<file path="src/rn_pkg.sv">
//******************************
// Rename stage package
// Register widths, free-list and credit sizing,
// decoded, renamed and commit slot structs
//******************************
`default_nettype none

package rn_pkg;

   // Group and register file sizing
   localparam int ISSUE_W     = 2;
   localparam int LRF_AW      = 5;
   localparam int PRF_AW      = 6;
   localparam int N_LREG      = 32;
   localparam int N_PREG      = 64;
   localparam int N_FREE      = N_PREG - N_LREG;
   localparam int FL_AW       = 5;

   // Scheduler slots for renamed groups
   localparam int SCH_CREDITS = 4;
   localparam int CRED_W      = 3;

   // RV32 major opcodes that touch registers
   localparam logic [6:0] OPC_OP     = 7'b0110011;
   localparam logic [6:0] OPC_OP_IMM = 7'b0010011;
   localparam logic [6:0] OPC_LOAD   = 7'b0000011;
   localparam logic [6:0] OPC_STORE  = 7'b0100011;
   localparam logic [6:0] OPC_BRANCH = 7'b1100011;
   localparam logic [6:0] OPC_LUI    = 7'b0110111;

   typedef logic [31:0]       insn_t;
   typedef logic [LRF_AW-1:0] lreg_t;
   typedef logic [PRF_AW-1:0] preg_t;

   // Free-list pointer with one wrap bit
   typedef logic [FL_AW:0]    fl_ptr_t;
   typedef logic [CRED_W-1:0] cred_t;

   typedef struct packed {
      lreg_t lrs1;
      lreg_t lrs2;
      lreg_t lrd;
      logic  rs1_use;
      logic  rs2_use;
      logic  lrd_we;
      logic  valid;
   } rn_dec_t;

   typedef struct packed {
      preg_t prs1;
      preg_t prs2;
      preg_t prd;
      preg_t pfree;
      logic  rs1_use;
      logic  rs2_use;
      logic  lrd_we;
      logic  valid;
   } rn_out_t;

   // One retiring instruction as reported by the ROB
   typedef struct packed {
      logic  fire;
      logic  prd_we;
      lreg_t lrd;
      preg_t prd;
      preg_t pfree;
   } rn_cmt_t;

endpackage

`default_nettype wire
</file>
<file path="src/rn_rename_top.sv">
//******************************
// Register rename stage
// Two-wide decode, RAT lookup, free-list
// allocation and registered dispatch
//******************************
`timescale 1ns/1ps
`default_nettype none

module rn_rename_top
(
   input  logic                                   clk,
   input  logic                                   arst_n,
   input  rn_pkg::insn_t   [rn_pkg::ISSUE_W-1:0]  grp_insn,
   input  logic            [rn_pkg::ISSUE_W-1:0]  grp_valid,
   output logic                                   grp_ready,
   input  logic                                   rollback,
   input  rn_pkg::rn_cmt_t [rn_pkg::ISSUE_W-1:0]  cmt,
   output rn_pkg::rn_out_t [rn_pkg::ISSUE_W-1:0]  out_grp,
   output logic                                   out_valid,
   input  logic                                   sch_credit
);

   rn_pkg::rn_dec_t [rn_pkg::ISSUE_W-1:0] dec;
   rn_pkg::preg_t   [rn_pkg::ISSUE_W-1:0] alloc_prd;
   rn_pkg::preg_t   [rn_pkg::ISSUE_W-1:0] prs1;
   rn_pkg::preg_t   [rn_pkg::ISSUE_W-1:0] prs2;
   rn_pkg::preg_t   [rn_pkg::ISSUE_W-1:0] pfree;
   logic                                  enough;
   logic                                  has_credit;
   logic                                  fire;

   // Stall on rollback, no scheduler slot, or too few free registers
   assign grp_ready = ~rollback & has_credit & enough;
   assign fire      = grp_ready & (|grp_valid);

   rn_decode u_decode (
      .grp_insn  (grp_insn),
      .grp_valid (grp_valid),
      .dec       (dec)
   );

   rn_rat u_rat (
      .clk       (clk),
      .arst_n    (arst_n),
      .fire      (fire),
      .rollback  (rollback),
      .dec       (dec),
      .alloc_prd (alloc_prd),
      .cmt       (cmt),
      .prs1      (prs1),
      .prs2      (prs2),
      .pfree     (pfree)
   );

   rn_free_list u_free_list (
      .clk       (clk),
      .arst_n    (arst_n),
      .fire      (fire),
      .rollback  (rollback),
      .dec       (dec),
      .cmt       (cmt),
      .alloc_prd (alloc_prd),
      .enough    (enough)
   );

   rn_dispatch u_dispatch (
      .clk        (clk),
      .arst_n     (arst_n),
      .fire       (fire),
      .rollback   (rollback),
      .dec        (dec),
      .alloc_prd  (alloc_prd),
      .prs1       (prs1),
      .prs2       (prs2),
      .pfree      (pfree),
      .sch_credit (sch_credit),
      .has_credit (has_credit),
      .out_grp    (out_grp),
      .out_valid  (out_valid)
   );

endmodule

`default_nettype wire

</file>
<file path="src/rn_dispatch.sv">
//******************************
// Rename dispatch
// Output register for the renamed group and
// scheduler credit counter
//******************************
`timescale 1ns/1ps
`default_nettype none

module rn_dispatch
(
   input  logic                                   clk,
   input  logic                                   arst_n,
   input  logic                                   fire,
   input  logic                                   rollback,
   input  rn_pkg::rn_dec_t [rn_pkg::ISSUE_W-1:0]  dec,
   input  rn_pkg::preg_t   [rn_pkg::ISSUE_W-1:0]  alloc_prd,
   input  rn_pkg::preg_t   [rn_pkg::ISSUE_W-1:0]  prs1,
   input  rn_pkg::preg_t   [rn_pkg::ISSUE_W-1:0]  prs2,
   input  rn_pkg::preg_t   [rn_pkg::ISSUE_W-1:0]  pfree,
   input  logic                                   sch_credit,
   output logic                                   has_credit,
   output rn_pkg::rn_out_t [rn_pkg::ISSUE_W-1:0]  out_grp,
   output logic                                   out_valid
);

   rn_pkg::rn_out_t [rn_pkg::ISSUE_W-1:0] grp_d;
   rn_pkg::cred_t                         cred_q;

   // Fields with no meaning for the slot go out as zero
   always_comb
   begin
      for (int i = 0; i < rn_pkg::ISSUE_W; i++)
      begin
         grp_d[i].prs1    = dec[i].rs1_use ? prs1[i] : '0;
         grp_d[i].prs2    = dec[i].rs2_use ? prs2[i] : '0;
         grp_d[i].prd     = dec[i].lrd_we ? alloc_prd[i] : '0;
         grp_d[i].pfree   = dec[i].lrd_we ? pfree[i] : '0;
         grp_d[i].rs1_use = dec[i].rs1_use;
         grp_d[i].rs2_use = dec[i].rs2_use;
         grp_d[i].lrd_we  = dec[i].lrd_we;
         grp_d[i].valid   = dec[i].valid;
      end
   end

   always_ff @(posedge clk)
   begin
      if (fire)
      begin
         out_grp <= grp_d;
      end
   end

   always_ff @(posedge clk or negedge arst_n)
   begin
      if (!arst_n)
      begin
         out_valid <= 1'b0;
         cred_q    <= rn_pkg::cred_t'(rn_pkg::SCH_CREDITS);
      end
      else
      begin
         out_valid <= fire & ~rollback;
         // A send and a return on the same edge cancel out
         case ({fire, sch_credit})
            2'b10:   cred_q <= cred_q - rn_pkg::cred_t'(1);
            2'b01:   cred_q <= cred_q + rn_pkg::cred_t'(1);
            default: cred_q <= cred_q;
         endcase
      end
   end

   assign has_credit = (cred_q != '0);

   a_credit_bound: assert property (
      @(posedge clk) disable iff (!arst_n)
      cred_q <= rn_pkg::SCH_CREDITS
   );

endmodule

`default_nettype wire

</file>
<file path="src/rn_free_list.sv">
//******************************
// Physical register free list
// Circular buffer with speculative head,
// committed head and tail
//******************************
`timescale 1ns/1ps
`default_nettype none

module rn_free_list
(
   input  logic                                   clk,
   input  logic                                   arst_n,
   input  logic                                   fire,
   input  logic                                   rollback,
   input  rn_pkg::rn_dec_t [rn_pkg::ISSUE_W-1:0]  dec,
   input  rn_pkg::rn_cmt_t [rn_pkg::ISSUE_W-1:0]  cmt,
   output rn_pkg::preg_t   [rn_pkg::ISSUE_W-1:0]  alloc_prd,
   output logic                                   enough
);

   rn_pkg::preg_t   fifo_q [rn_pkg::N_FREE];
   rn_pkg::fl_ptr_t spec_head_q;
   rn_pkg::fl_ptr_t cmt_head_q;
   rn_pkg::fl_ptr_t tail_q;
   rn_pkg::fl_ptr_t pop_ptr  [rn_pkg::ISSUE_W];
   rn_pkg::fl_ptr_t push_ptr [rn_pkg::ISSUE_W];
   rn_pkg::fl_ptr_t n_need;
   rn_pkg::fl_ptr_t n_push;
   rn_pkg::fl_ptr_t avail;
   logic            [rn_pkg::ISSUE_W-1:0] push_en;

   // Each writing slot takes the next unused entry
   always_comb
   begin
      n_need = '0;
      for (int i = 0; i < rn_pkg::ISSUE_W; i++)
      begin
         pop_ptr[i] = spec_head_q + n_need;
         if (dec[i].lrd_we)
         begin
            n_need = n_need + rn_pkg::fl_ptr_t'(1);
         end
      end
   end

   // Returned registers pack in at the tail in commit order
   always_comb
   begin
      n_push = '0;
      for (int i = 0; i < rn_pkg::ISSUE_W; i++)
      begin
         push_en[i]  = cmt[i].fire & cmt[i].prd_we;
         push_ptr[i] = tail_q + n_push;
         if (push_en[i])
         begin
            n_push = n_push + rn_pkg::fl_ptr_t'(1);
         end
      end
   end

   for (genvar i = 0; i < rn_pkg::ISSUE_W; i++)
   begin : g_alloc
      assign alloc_prd[i] = fifo_q[pop_ptr[i][rn_pkg::FL_AW-1:0]];
   end

   assign avail  = tail_q - spec_head_q;
   assign enough = (avail >= n_need);

   always_ff @(posedge clk or negedge arst_n)
   begin
      if (!arst_n)
      begin
         for (int i = 0; i < rn_pkg::N_FREE; i++)
         begin
            fifo_q[i] <= rn_pkg::preg_t'(rn_pkg::N_PREG - rn_pkg::N_FREE + i);
         end
      end
      else
      begin
         for (int i = 0; i < rn_pkg::ISSUE_W; i++)
         begin
            if (push_en[i])
            begin
               fifo_q[push_ptr[i][rn_pkg::FL_AW-1:0]] <= cmt[i].pfree;
            end
         end
      end
   end

   // Starts full: tail one lap ahead of both heads
   always_ff @(posedge clk or negedge arst_n)
   begin
      if (!arst_n)
      begin
         spec_head_q <= '0;
         cmt_head_q  <= '0;
         tail_q      <= rn_pkg::fl_ptr_t'(rn_pkg::N_FREE);
      end
      else
      begin
         tail_q     <= tail_q + n_push;
         cmt_head_q <= cmt_head_q + n_push;
         if (rollback)
         begin
            spec_head_q <= cmt_head_q;
         end
         else if (fire)
         begin
            spec_head_q <= spec_head_q + n_need;
         end
      end
   end

   // Commits never outrun allocation, so free entries stay within one lap
   a_tail_within_lap: assert property (
      @(posedge clk) disable iff (!arst_n)
      avail <= rn_pkg::N_FREE
   );

   // Group handshake at the top must honour enough
   a_pop_needs_enough: assert property (
      @(posedge clk) disable iff (!arst_n)
      (fire && (n_need != '0)) |-> enough
   );

endmodule

`default_nettype wire

</file>
<file path="src/rn_rat.sv">
//******************************
// Register alias tables
// Speculative and architectural maps, in-group
// RAW/WAW bypass and rollback restore
//******************************
`timescale 1ns/1ps
`default_nettype none

module rn_rat
(
   input  logic                                   clk,
   input  logic                                   arst_n,
   input  logic                                   fire,
   input  logic                                   rollback,
   input  rn_pkg::rn_dec_t [rn_pkg::ISSUE_W-1:0]  dec,
   input  rn_pkg::preg_t   [rn_pkg::ISSUE_W-1:0]  alloc_prd,
   input  rn_pkg::rn_cmt_t [rn_pkg::ISSUE_W-1:0]  cmt,
   output rn_pkg::preg_t   [rn_pkg::ISSUE_W-1:0]  prs1,
   output rn_pkg::preg_t   [rn_pkg::ISSUE_W-1:0]  prs2,
   output rn_pkg::preg_t   [rn_pkg::ISSUE_W-1:0]  pfree
);

   rn_pkg::preg_t spec_q [rn_pkg::N_LREG];
   rn_pkg::preg_t arch_q [rn_pkg::N_LREG];

   // Speculative map, written by each renamed group
   always_ff @(posedge clk or negedge arst_n)
   begin
      if (!arst_n)
      begin
         for (int i = 0; i < rn_pkg::N_LREG; i++)
         begin
            spec_q[i] <= rn_pkg::preg_t'(i);
         end
      end
      else if (rollback)
      begin
         spec_q <= arch_q;
      end
      else if (fire)
      begin
         // Later slot lands last so it wins on a shared lrd
         for (int i = 0; i < rn_pkg::ISSUE_W; i++)
         begin
            if (dec[i].lrd_we)
            begin
               spec_q[dec[i].lrd] <= alloc_prd[i];
            end
         end
      end
   end

   // Architectural map follows the commit stream
   always_ff @(posedge clk or negedge arst_n)
   begin
      if (!arst_n)
      begin
         for (int i = 0; i < rn_pkg::N_LREG; i++)
         begin
            arch_q[i] <= rn_pkg::preg_t'(i);
         end
      end
      else
      begin
         for (int i = 0; i < rn_pkg::ISSUE_W; i++)
         begin
            if (cmt[i].fire && cmt[i].prd_we)
            begin
               arch_q[cmt[i].lrd] <= cmt[i].prd;
            end
         end
      end
   end

   // Table lookup, then bypass from older slots of the same group
   always_comb
   begin
      for (int i = 0; i < rn_pkg::ISSUE_W; i++)
      begin
         prs1[i]  = spec_q[dec[i].lrs1];
         prs2[i]  = spec_q[dec[i].lrs2];
         pfree[i] = spec_q[dec[i].lrd];
         // Nearest older writer is checked last
         for (int k = 0; k < i; k++)
         begin
            if (dec[k].lrd_we && (dec[i].lrs1 == dec[k].lrd))
            begin
               prs1[i] = alloc_prd[k];
            end
            if (dec[k].lrd_we && (dec[i].lrs2 == dec[k].lrd))
            begin
               prs2[i] = alloc_prd[k];
            end
            // WAW: the older slot's new register is what this one displaces
            if (dec[k].lrd_we && dec[i].lrd_we && (dec[i].lrd == dec[k].lrd))
            begin
               pfree[i] = alloc_prd[k];
            end
         end
      end
   end

   // The front end is held off while a rollback restores the map
   a_no_fire_on_rollback: assert property (
      @(posedge clk) disable iff (!arst_n)
      !(fire && rollback)
   );

endmodule

`default_nettype wire

</file>
<file path="src/rn_decode.sv">
//******************************
// Rename decode
// Pulls register fields and use flags out of
// the two instruction words of a group
//******************************
`timescale 1ns/1ps
`default_nettype none

module rn_decode
(
   input  rn_pkg::insn_t   [rn_pkg::ISSUE_W-1:0] grp_insn,
   input  logic            [rn_pkg::ISSUE_W-1:0] grp_valid,
   output rn_pkg::rn_dec_t [rn_pkg::ISSUE_W-1:0] dec
);

   for (genvar i = 0; i < rn_pkg::ISSUE_W; i++)
   begin : g_slot
      logic [6:0]    opc;
      rn_pkg::lreg_t rd;
      logic          use1;
      logic          use2;
      logic          wr;

      assign opc = grp_insn[i][6:0];
      assign rd  = grp_insn[i][11:7];

      // Source use and destination write by major opcode
      always_comb
      begin
         case (opc)
            rn_pkg::OPC_OP:     {use1, use2, wr} = 3'b111;
            rn_pkg::OPC_OP_IMM: {use1, use2, wr} = 3'b101;
            rn_pkg::OPC_LOAD:   {use1, use2, wr} = 3'b101;
            rn_pkg::OPC_STORE:  {use1, use2, wr} = 3'b110;
            rn_pkg::OPC_BRANCH: {use1, use2, wr} = 3'b110;
            rn_pkg::OPC_LUI:    {use1, use2, wr} = 3'b001;
            default:            {use1, use2, wr} = 3'b000;
         endcase
      end

      // x0 never gets a physical register
      assign dec[i] = '{
         lrs1:    grp_insn[i][19:15],
         lrs2:    grp_insn[i][24:20],
         lrd:     rd,
         rs1_use: grp_valid[i] & use1,
         rs2_use: grp_valid[i] & use2,
         lrd_we:  grp_valid[i] & wr & (rd != '0),
         valid:   grp_valid[i]
      };
   end

endmodule

`default_nettype wire

</file>
<file path="config.mk">
export PLATFORM = sky130hd
export DESIGN_NAME = rn_rename_top
export DESIGN_NICKNAME = d
export VERILOG_FILES = /design/src/rn_pkg.sv /design/src/rn_rename_top.sv /design/src/rn_dispatch.sv /design/src/rn_free_list.sv /design/src/rn_rat.sv /design/src/rn_decode.sv
export SDC_FILE = /design/constraint.sdc
export NUM_CORES = 2
export LEC_CHECK = 0
export ABC_CLOCK_PERIOD_IN_PS = 9200
export BUFFER_PORTS_ARGS = -buffer_cell sky130_fd_sc_hd__buf_4
export CORE_ASPECT_RATIO = 1.5
export CORE_MARGIN = 1
export CORE_UTILIZATION = 45
export CTS_CLUSTER_SIZE = 40
export DETAILED_ROUTE_END_ITERATION = 7
export PLACE_DENSITY_LB_ADDON = 0.25
export RECOVER_POWER = 100
export SETUP_SLACK_MARGIN = 0.2
export SYNTH_ARGS = -nofsm -noshare
export SYNTH_HDL_FRONTEND = slang
export SYNTH_SLANG_ARGS = --single-unit
</file>
<file path="constraint.sdc">
create_clock -name clk -period 9.2 [get_ports clk]
set_input_delay 0.46 -clock clk [delete_from_list [all_inputs] [get_ports clk]]
set_output_delay 0.46 -clock clk [all_outputs]
set_load 0.02 [all_outputs]
</file>
Yosys cells after proc, flatten, opt, wreduce, memory -nomap -nowiden
Index checks and enable logic that the tools add are counted.
Widths: inputs -> output; s select.
{"block": "totals", "ff_bits": 654, "word_cells": 282}
{"block": "classes", "n_lt_le_gt_ge": 19, "mux": 68, "n_bitwise": 27, "addsub": 10, "n_reduce_logical": 24, "n_eq_ne": 17}
{"op": "$mux 192", "n": 10}
{"op": "$bwmux 192", "n": 6}
{"op": "$bmux 6 s5", "n": 8}
{"op": "$demux 6 s5", "n": 6}
{"op": "$mux 6", "n": 29}
{"op": "$ge 6x6->1 const B", "n": 12}
{"op": "$not 5->6", "n": 12}
{"op": "$eq 7x6->1 const B", "n": 6}
{"op": "$lt 6x1->1 const B", "n": 6}
{"op": "$add 6x6->6", "n": 3}
{"op": "$eq 5x5->1", "n": 3}
{"op": "$and 1x1->1", "n": 14}
{"op": "$eq 7x2->1 const B", "n": 2}
{"op": "$eq 7x5->1 const B", "n": 2}
{"op": "$eq 7x7->1 const B", "n": 2}
{"op": "$logic_and 1x1->1", "n": 12}
{"op": "$add 5x1->5", "n": 2}
{"op": "$reduce_bool 5->1", "n": 2}
{"op": "$reduce_or 5->1", "n": 2}
{"op": "$mux 1", "n": 8}
{"op": "$reduce_or 4->1", "n": 2}
{"op": "$ge 6x6->1", "n": 1}
{"op": "$pmux 3 s2", "n": 1}
{"op": "$reduce_or 3->1", "n": 2}
{"op": "other kinds (10)", "n": 12}

Depth between registers and ports, before layout
{"block": "depth", "depth_word": 17, "depth_mapped": 18}

Cells and area by module
A second synthesis with hierarchy kept.
{"block": "hier_totals", "hier_cells": 4318, "hier_area_um2": 46836.2}
{"module": "rn_rat", "seq_area_each_um2": 9809.4, "n_inst": 1, "area_per_inst_um2": 29841.1, "cells_per_inst": 2883}
{"module": "rn_free_list", "seq_area_each_um2": 5396.4, "n_inst": 1, "area_per_inst_um2": 14426.3, "cells_per_inst": 1256}
{"module": "rn_dispatch", "seq_area_each_um2": 1783.0, "n_inst": 1, "area_per_inst_um2": 2184.6, "cells_per_inst": 121}
{"module": "rn_decode", "seq_area_each_um2": 0.0, "n_inst": 1, "area_per_inst_um2": 362.8, "cells_per_inst": 54}
{"module": "rn_rename_top", "seq_area_each_um2": 0.0, "n_inst": 1, "area_per_inst_um2": 21.3, "cells_per_inst": 4}

Worst setup path after synthesis
No wires, ideal clock.
{"block": "synth_path", "path_kind": "input port to flip-flop", "from": "input grp_insn[42] (netlist bit)", "to": "register u_free_list.spec_head_q[1]", "path_stages": 15, "required_time_ns": 9.113, "n_path_buf": 2, "setup_slack_ns": 4.491, "t_arrival_ns": 4.622, "setup_time_ns": 0.087, "cell_sequence": "clkbuf_1 -> nor2_1 -> nor4b_1 -> or4_1 -> clkbuf_1 -> inv_1 -> ha_1 -> ha_1 -> nand2b_1 -> a221oi_1 -> o2111ai_2 -> nand2_1 -> inv_1 -> or3_1 -> o211ai_1"}
{"element": "from (decl)", "line": "rn_rename_top.sv:13", "text": "input rn_pkg::insn_t [rn_pkg::ISSUE_W-1:0] grp_insn,"}
{"element": "to (signal assigned)", "line": "rn_free_list.sv:105", "text": "spec_head_q <= cmt_head_q;"}
{"element": "to (signal assigned)", "line": "rn_free_list.sv:109", "text": "spec_head_q <= spec_head_q + n_need;"}
{"element": "to (decl)", "line": "rn_free_list.sv:22", "text": "rn_pkg::fl_ptr_t spec_head_q;"}

==> out/qor.csv <==
stage;metric;value;unit
floorplan;die width;262;µm
setup_path;worst-path fanout max;49;
global_route;M3 GR Usage;10.2;%
sta;fmax;0.131;GHz
logic_synthesis;FF+latch count, synth;654;
logic_synthesis;largest family of logic cells by synthesized area;multiplexers;
floorplan;core area;0.100;mm²
placed_design;placer congestion estimate;1.03;
final_layout;NumNets Final;4043;
setup_path;Crit. End Element;flip-flop;
power_and_ir_drop;leakage;18.0;nW
route;DR vias/cell;7.15;
power_and_ir_drop;VDD IR max;0.372;mV
sta;Final Hold Viols;0;
route;wire per inst;35.1;µm
global_route;pin count of the biggest net entering global routing;179;
logic_synthesis;Adder-Cell Fraction of Synth Area;0.768;%
clocking;clk_lat worst skew;0.72;ns
setup_path;Setup CP Type;in -> reg;
setup_path;CP max stage cell;inv_1;
floorplan;Die Ht;392;µm
setup_path;startpoint class of the critical path;input pin;
sta;RSZ-0062 raised after global routing;false;
setup_path;Top delay family on crit path;buffers and inverters;
outcome;failing checks;DRC, capacitance limit, slew limit;
sta;Worst-Margin Slew;4.61;ns
logic_synthesis;sequential fraction of the synthesis area;37.2;%
route;initial drt markers;4930;
setup_path;worst r2r dst;u_dispatch.out_grp[43];
outcome;status;finished, violations left;
logic_synthesis;top-count cell post-synth;nand2_1;
worst_hold_path;Hold Crit Start;grp_insn[34];
placed_design;number of port buffers;145;
clocking;clock-pin slew on the worst setup and hold paths;0.07;ns
logic_synthesis;mux cell area share after synthesis;33.7;%
logic_synthesis;Avg Synthesized Cell Area;11.4;µm²
logic_synthesis;Synth cell types;92;
floorplan;starting density of the core;45.5;%
sta;Final Cycle Share;83.0;%
global_route;GRT overflow;0;
placed_design;HPWL Detailed;126;mm
global_route;met1 GRT Util;40.0;%
floorplan;Ports;166;
global_route;initial antenna violation count;15;
sta;fin crit period;7.64;ns
final_layout;area growth from synthesis to layout;7.86;%
worst_hold_path;worst min path class;in -> reg;
logic_synthesis;top cells by count, synth;422 x nand2_1, 410 x mux4_2, 384 x mux2i_1;
global_route;first-pass GRT wire length;267;mm
global_route;vias in the first global route;37400;
floorplan;die area;0.103;mm²
final_layout;non-filler cells, final;5270;
sta;Max-slew headroom;-207;%
final_layout;multi-input logic area;0.0269;mm²
final_layout;# fillers;9246;
logic_synthesis;Net Count, Synth;4140;
placed_design;placed cells;5133;
logic_synthesis;post-synthesis xor/xnor area fraction;0.732;%
setup_path;most used cell, CP;inv_1;
setup_path;WP data arrival;7.98;ns
setup_path;Register-to-Register Path Depth;12;
logic_synthesis;cell area after synthesis;0.0456;mm²
logic_synthesis;Ys Warns;0;
sta;Final Setup Violations;0;
final_layout;sequential standard cell area;0.0170;mm²
route;DRT Pass-1 Iters;8;
global_route;met2 usage;58.0;%
power_and_ir_drop;PwrDens;295;mW/mm²
clocking;root buffer cell;clkbuf_16;
clocking;Post-CTS Repair Setup Buffers;0;
logic_synthesis;EDFF count, synth;56;
logic_synthesis;top area cells in the synthesized netlist;mux4_2 20%, dfrtp_1 18%, dfstp_2 16%, mux2i_1 8.4%, mux2_2 5.0%;
clocking;CTS Hold Bufs;1;
clocking;TritonCTS buffer count;70;
route;final wirelength;185;mm
clocking;CTS Sinks;654;
final_layout;fraction of layout cells with a size suffix above 1;29.7;%
floorplan;num rows;142;
global_route;busiest metal layer after global routing;met2;
worst_hold_path;hold-critical path endpoint;u_dispatch.out_grp[31];
setup_path;flop2flop setup slack;2.74;ns
clocking;CTS tree;built;
worst_hold_path;WHS Path Cells;2;
sta;setup_tns;0;ns
sta;clk_skew;0.0665;ns
logic_synthesis;Synth Instances;4007;
clocking;Resize count post-CTS;0;
setup_path;Buf/Inv on CP;7;
sta;Final Max Slew Viols;683;
logic_synthesis;post-synthesis simple-gate area fraction;10.0;%
route;via count;37700;
run;max_cap viols;15;
global_route;global-route usage over all layers;36.2;%
route;Routed Antenna Nets;0;
clocking;H-tree Lvls;3;
logic_synthesis;top cell type's share of synthesized area;20.2;%
setup_path;r2r startpoint;u_free_list.spec_head_q[0];
clocking;clk buf depth;3;
route;DR DRC count;7;
logic_synthesis;asr flop ratio synth;91.4;%
logic_synthesis;dominant synthesized flop cell;dfrtp_1;
setup_path;CP required;9.54;ns
setup_path;CP max stage delay;1.18;ns
logic_synthesis;area fraction in compound gates after synthesis;13.5;%
logic_synthesis;Yosys top cell by area;mux4_2;
setup_path;CP cell instances;clkbuf_1, nor2_1, nor4b_1, or4_1, inv_1, ha_1, inv_1, ha_1, a221oi_1, o2111ai_4, buf_4, nand2_1, clkbuf_1, inv_1, buf_4;
worst max-delay path by stage:
stage | depth (start not counted) | end | slack, ns | startpoint
after floorplan | 15 | u_free_list.spec_head_q[1] | 4.49 | grp_insn[42]
after global placement | 15 | u_dispatch.out_grp[43] | 2.91 | grp_valid[0]
after detailed placement | 15 | u_dispatch.out_grp[43] | 2.87 | grp_valid[0]
after CTS | 12 | grp_ready | 3.44 | grp_insn[42]
after global routing | 4 | u_rat.spec_q[157] | 1.62 | arst_n
final | 15 | u_dispatch.out_grp[43] | 1.56 | grp_insn[42]
worst register-to-register path, cell delays in order (launching register included):
cell       delay (ns)
dfrtp_1          1.04
buf_4            0.55
ha_1             0.25
inv_1            0.06
fa_1             0.45
ha_1             0.29
a221oi_1         0.12
o2111ai_4        0.13
buf_4            0.60
nand2_1          0.30
clkbuf_1         0.43
inv_1            1.19
buf_4            0.67
cells by family after synthesis:
logic type / count (synthesis)
AOI/OAI and AO/OA: 944
buffers and inverters: 403
adders and majority gates: 25
and+or+nand+nor: 948
DFF: 654
xor gates and xnor gates: 36
muxes: 997
placed cells by master (no fill, tap or decap), drive strengths merged, types with 56 or more instances in the layout:
cell / netlist / layout
a21oi: 189 / 189
a222oi: 60 / 60
a22oi: 126 / 126
buf: 151 / 112
clkbuf: 215 / 189
dfrtp: 324 / 324
dfstp: 274 / 274
edfxtp: 56 / 56
mux2: 203 / 203
mux2i: 384 / 384
mux4: 410 / 410
nand2: 422 / 422
nand3: 59 / 59
nor2: 290 / 290
o211ai: 100 / 100
o21ai: 270 / 270
o22ai: 56 / 56
power breakdown:
part | internal (mW) | leakage [nW] | switching, mW
Clock | 1.69 | 1.16 | 1.32
Sequential | 4.09 | 7.54 | 1.21
Combinational | 2.43 | 9.26 | 3.79
Total | 8.21 | 18.0 | 6.31
sequential cells by signal (all words and copies together) (netlist names):
register	count
u_free_list.fifo_q	192
u_free_list.tail_q	6
u_dispatch.cred_q	3
u_dispatch.out_grp	56
u_rat.arch_q	192
u_rat.spec_q	192
u_dispatch.out_valid	1
u_free_list.spec_head_q	6
u_free_list.cmt_head_q	6
stage by stage:
| step | setup WS, ns | util [%] | area (µm²) | total power [mW] | hold slack, ns |
|---|---|---|---|---|---|
| 6_report | 1.56 | 49.1 | 49200 | 14.5 | 0.0671 |
| 3_5_place_dp | 2.87 | 47.1 | 47200 | 11.4 | 0.482 |
| 5_1_grt | 1.62 | 49.1 | 49200 | 14.9 | 0.0859 |
| 4_1_cts | 3.44 | 49.5 | 49600 | 14.4 | 0.0394 |
| 3_3_place_gp | 2.91 | 47.1 | 47200 | 11.2 | 0.486 |
| 2_1_floorplan | 4.49 | - | 45600 | 8.90 | 0.164 |
cell type report:
cell class                 count  share of cell area, %
tap                         1296                   3.29
clock inverter                25                  0.615
clock buffer                 105                   4.22
multi-input combinational   2950                   54.6
antenna                        6                 0.0305
timing repair buffer         197                   2.46
sequential                   654                   34.5
inverter                      37                  0.282
per-layer routing:
layer,share of wire [%],vias to the layer above
met2,47,2718
met5,0.065,-
li1,-,15400
met4,10,18
met3,11,882
met1,32,18700
(Power assumes the default switching activity.)
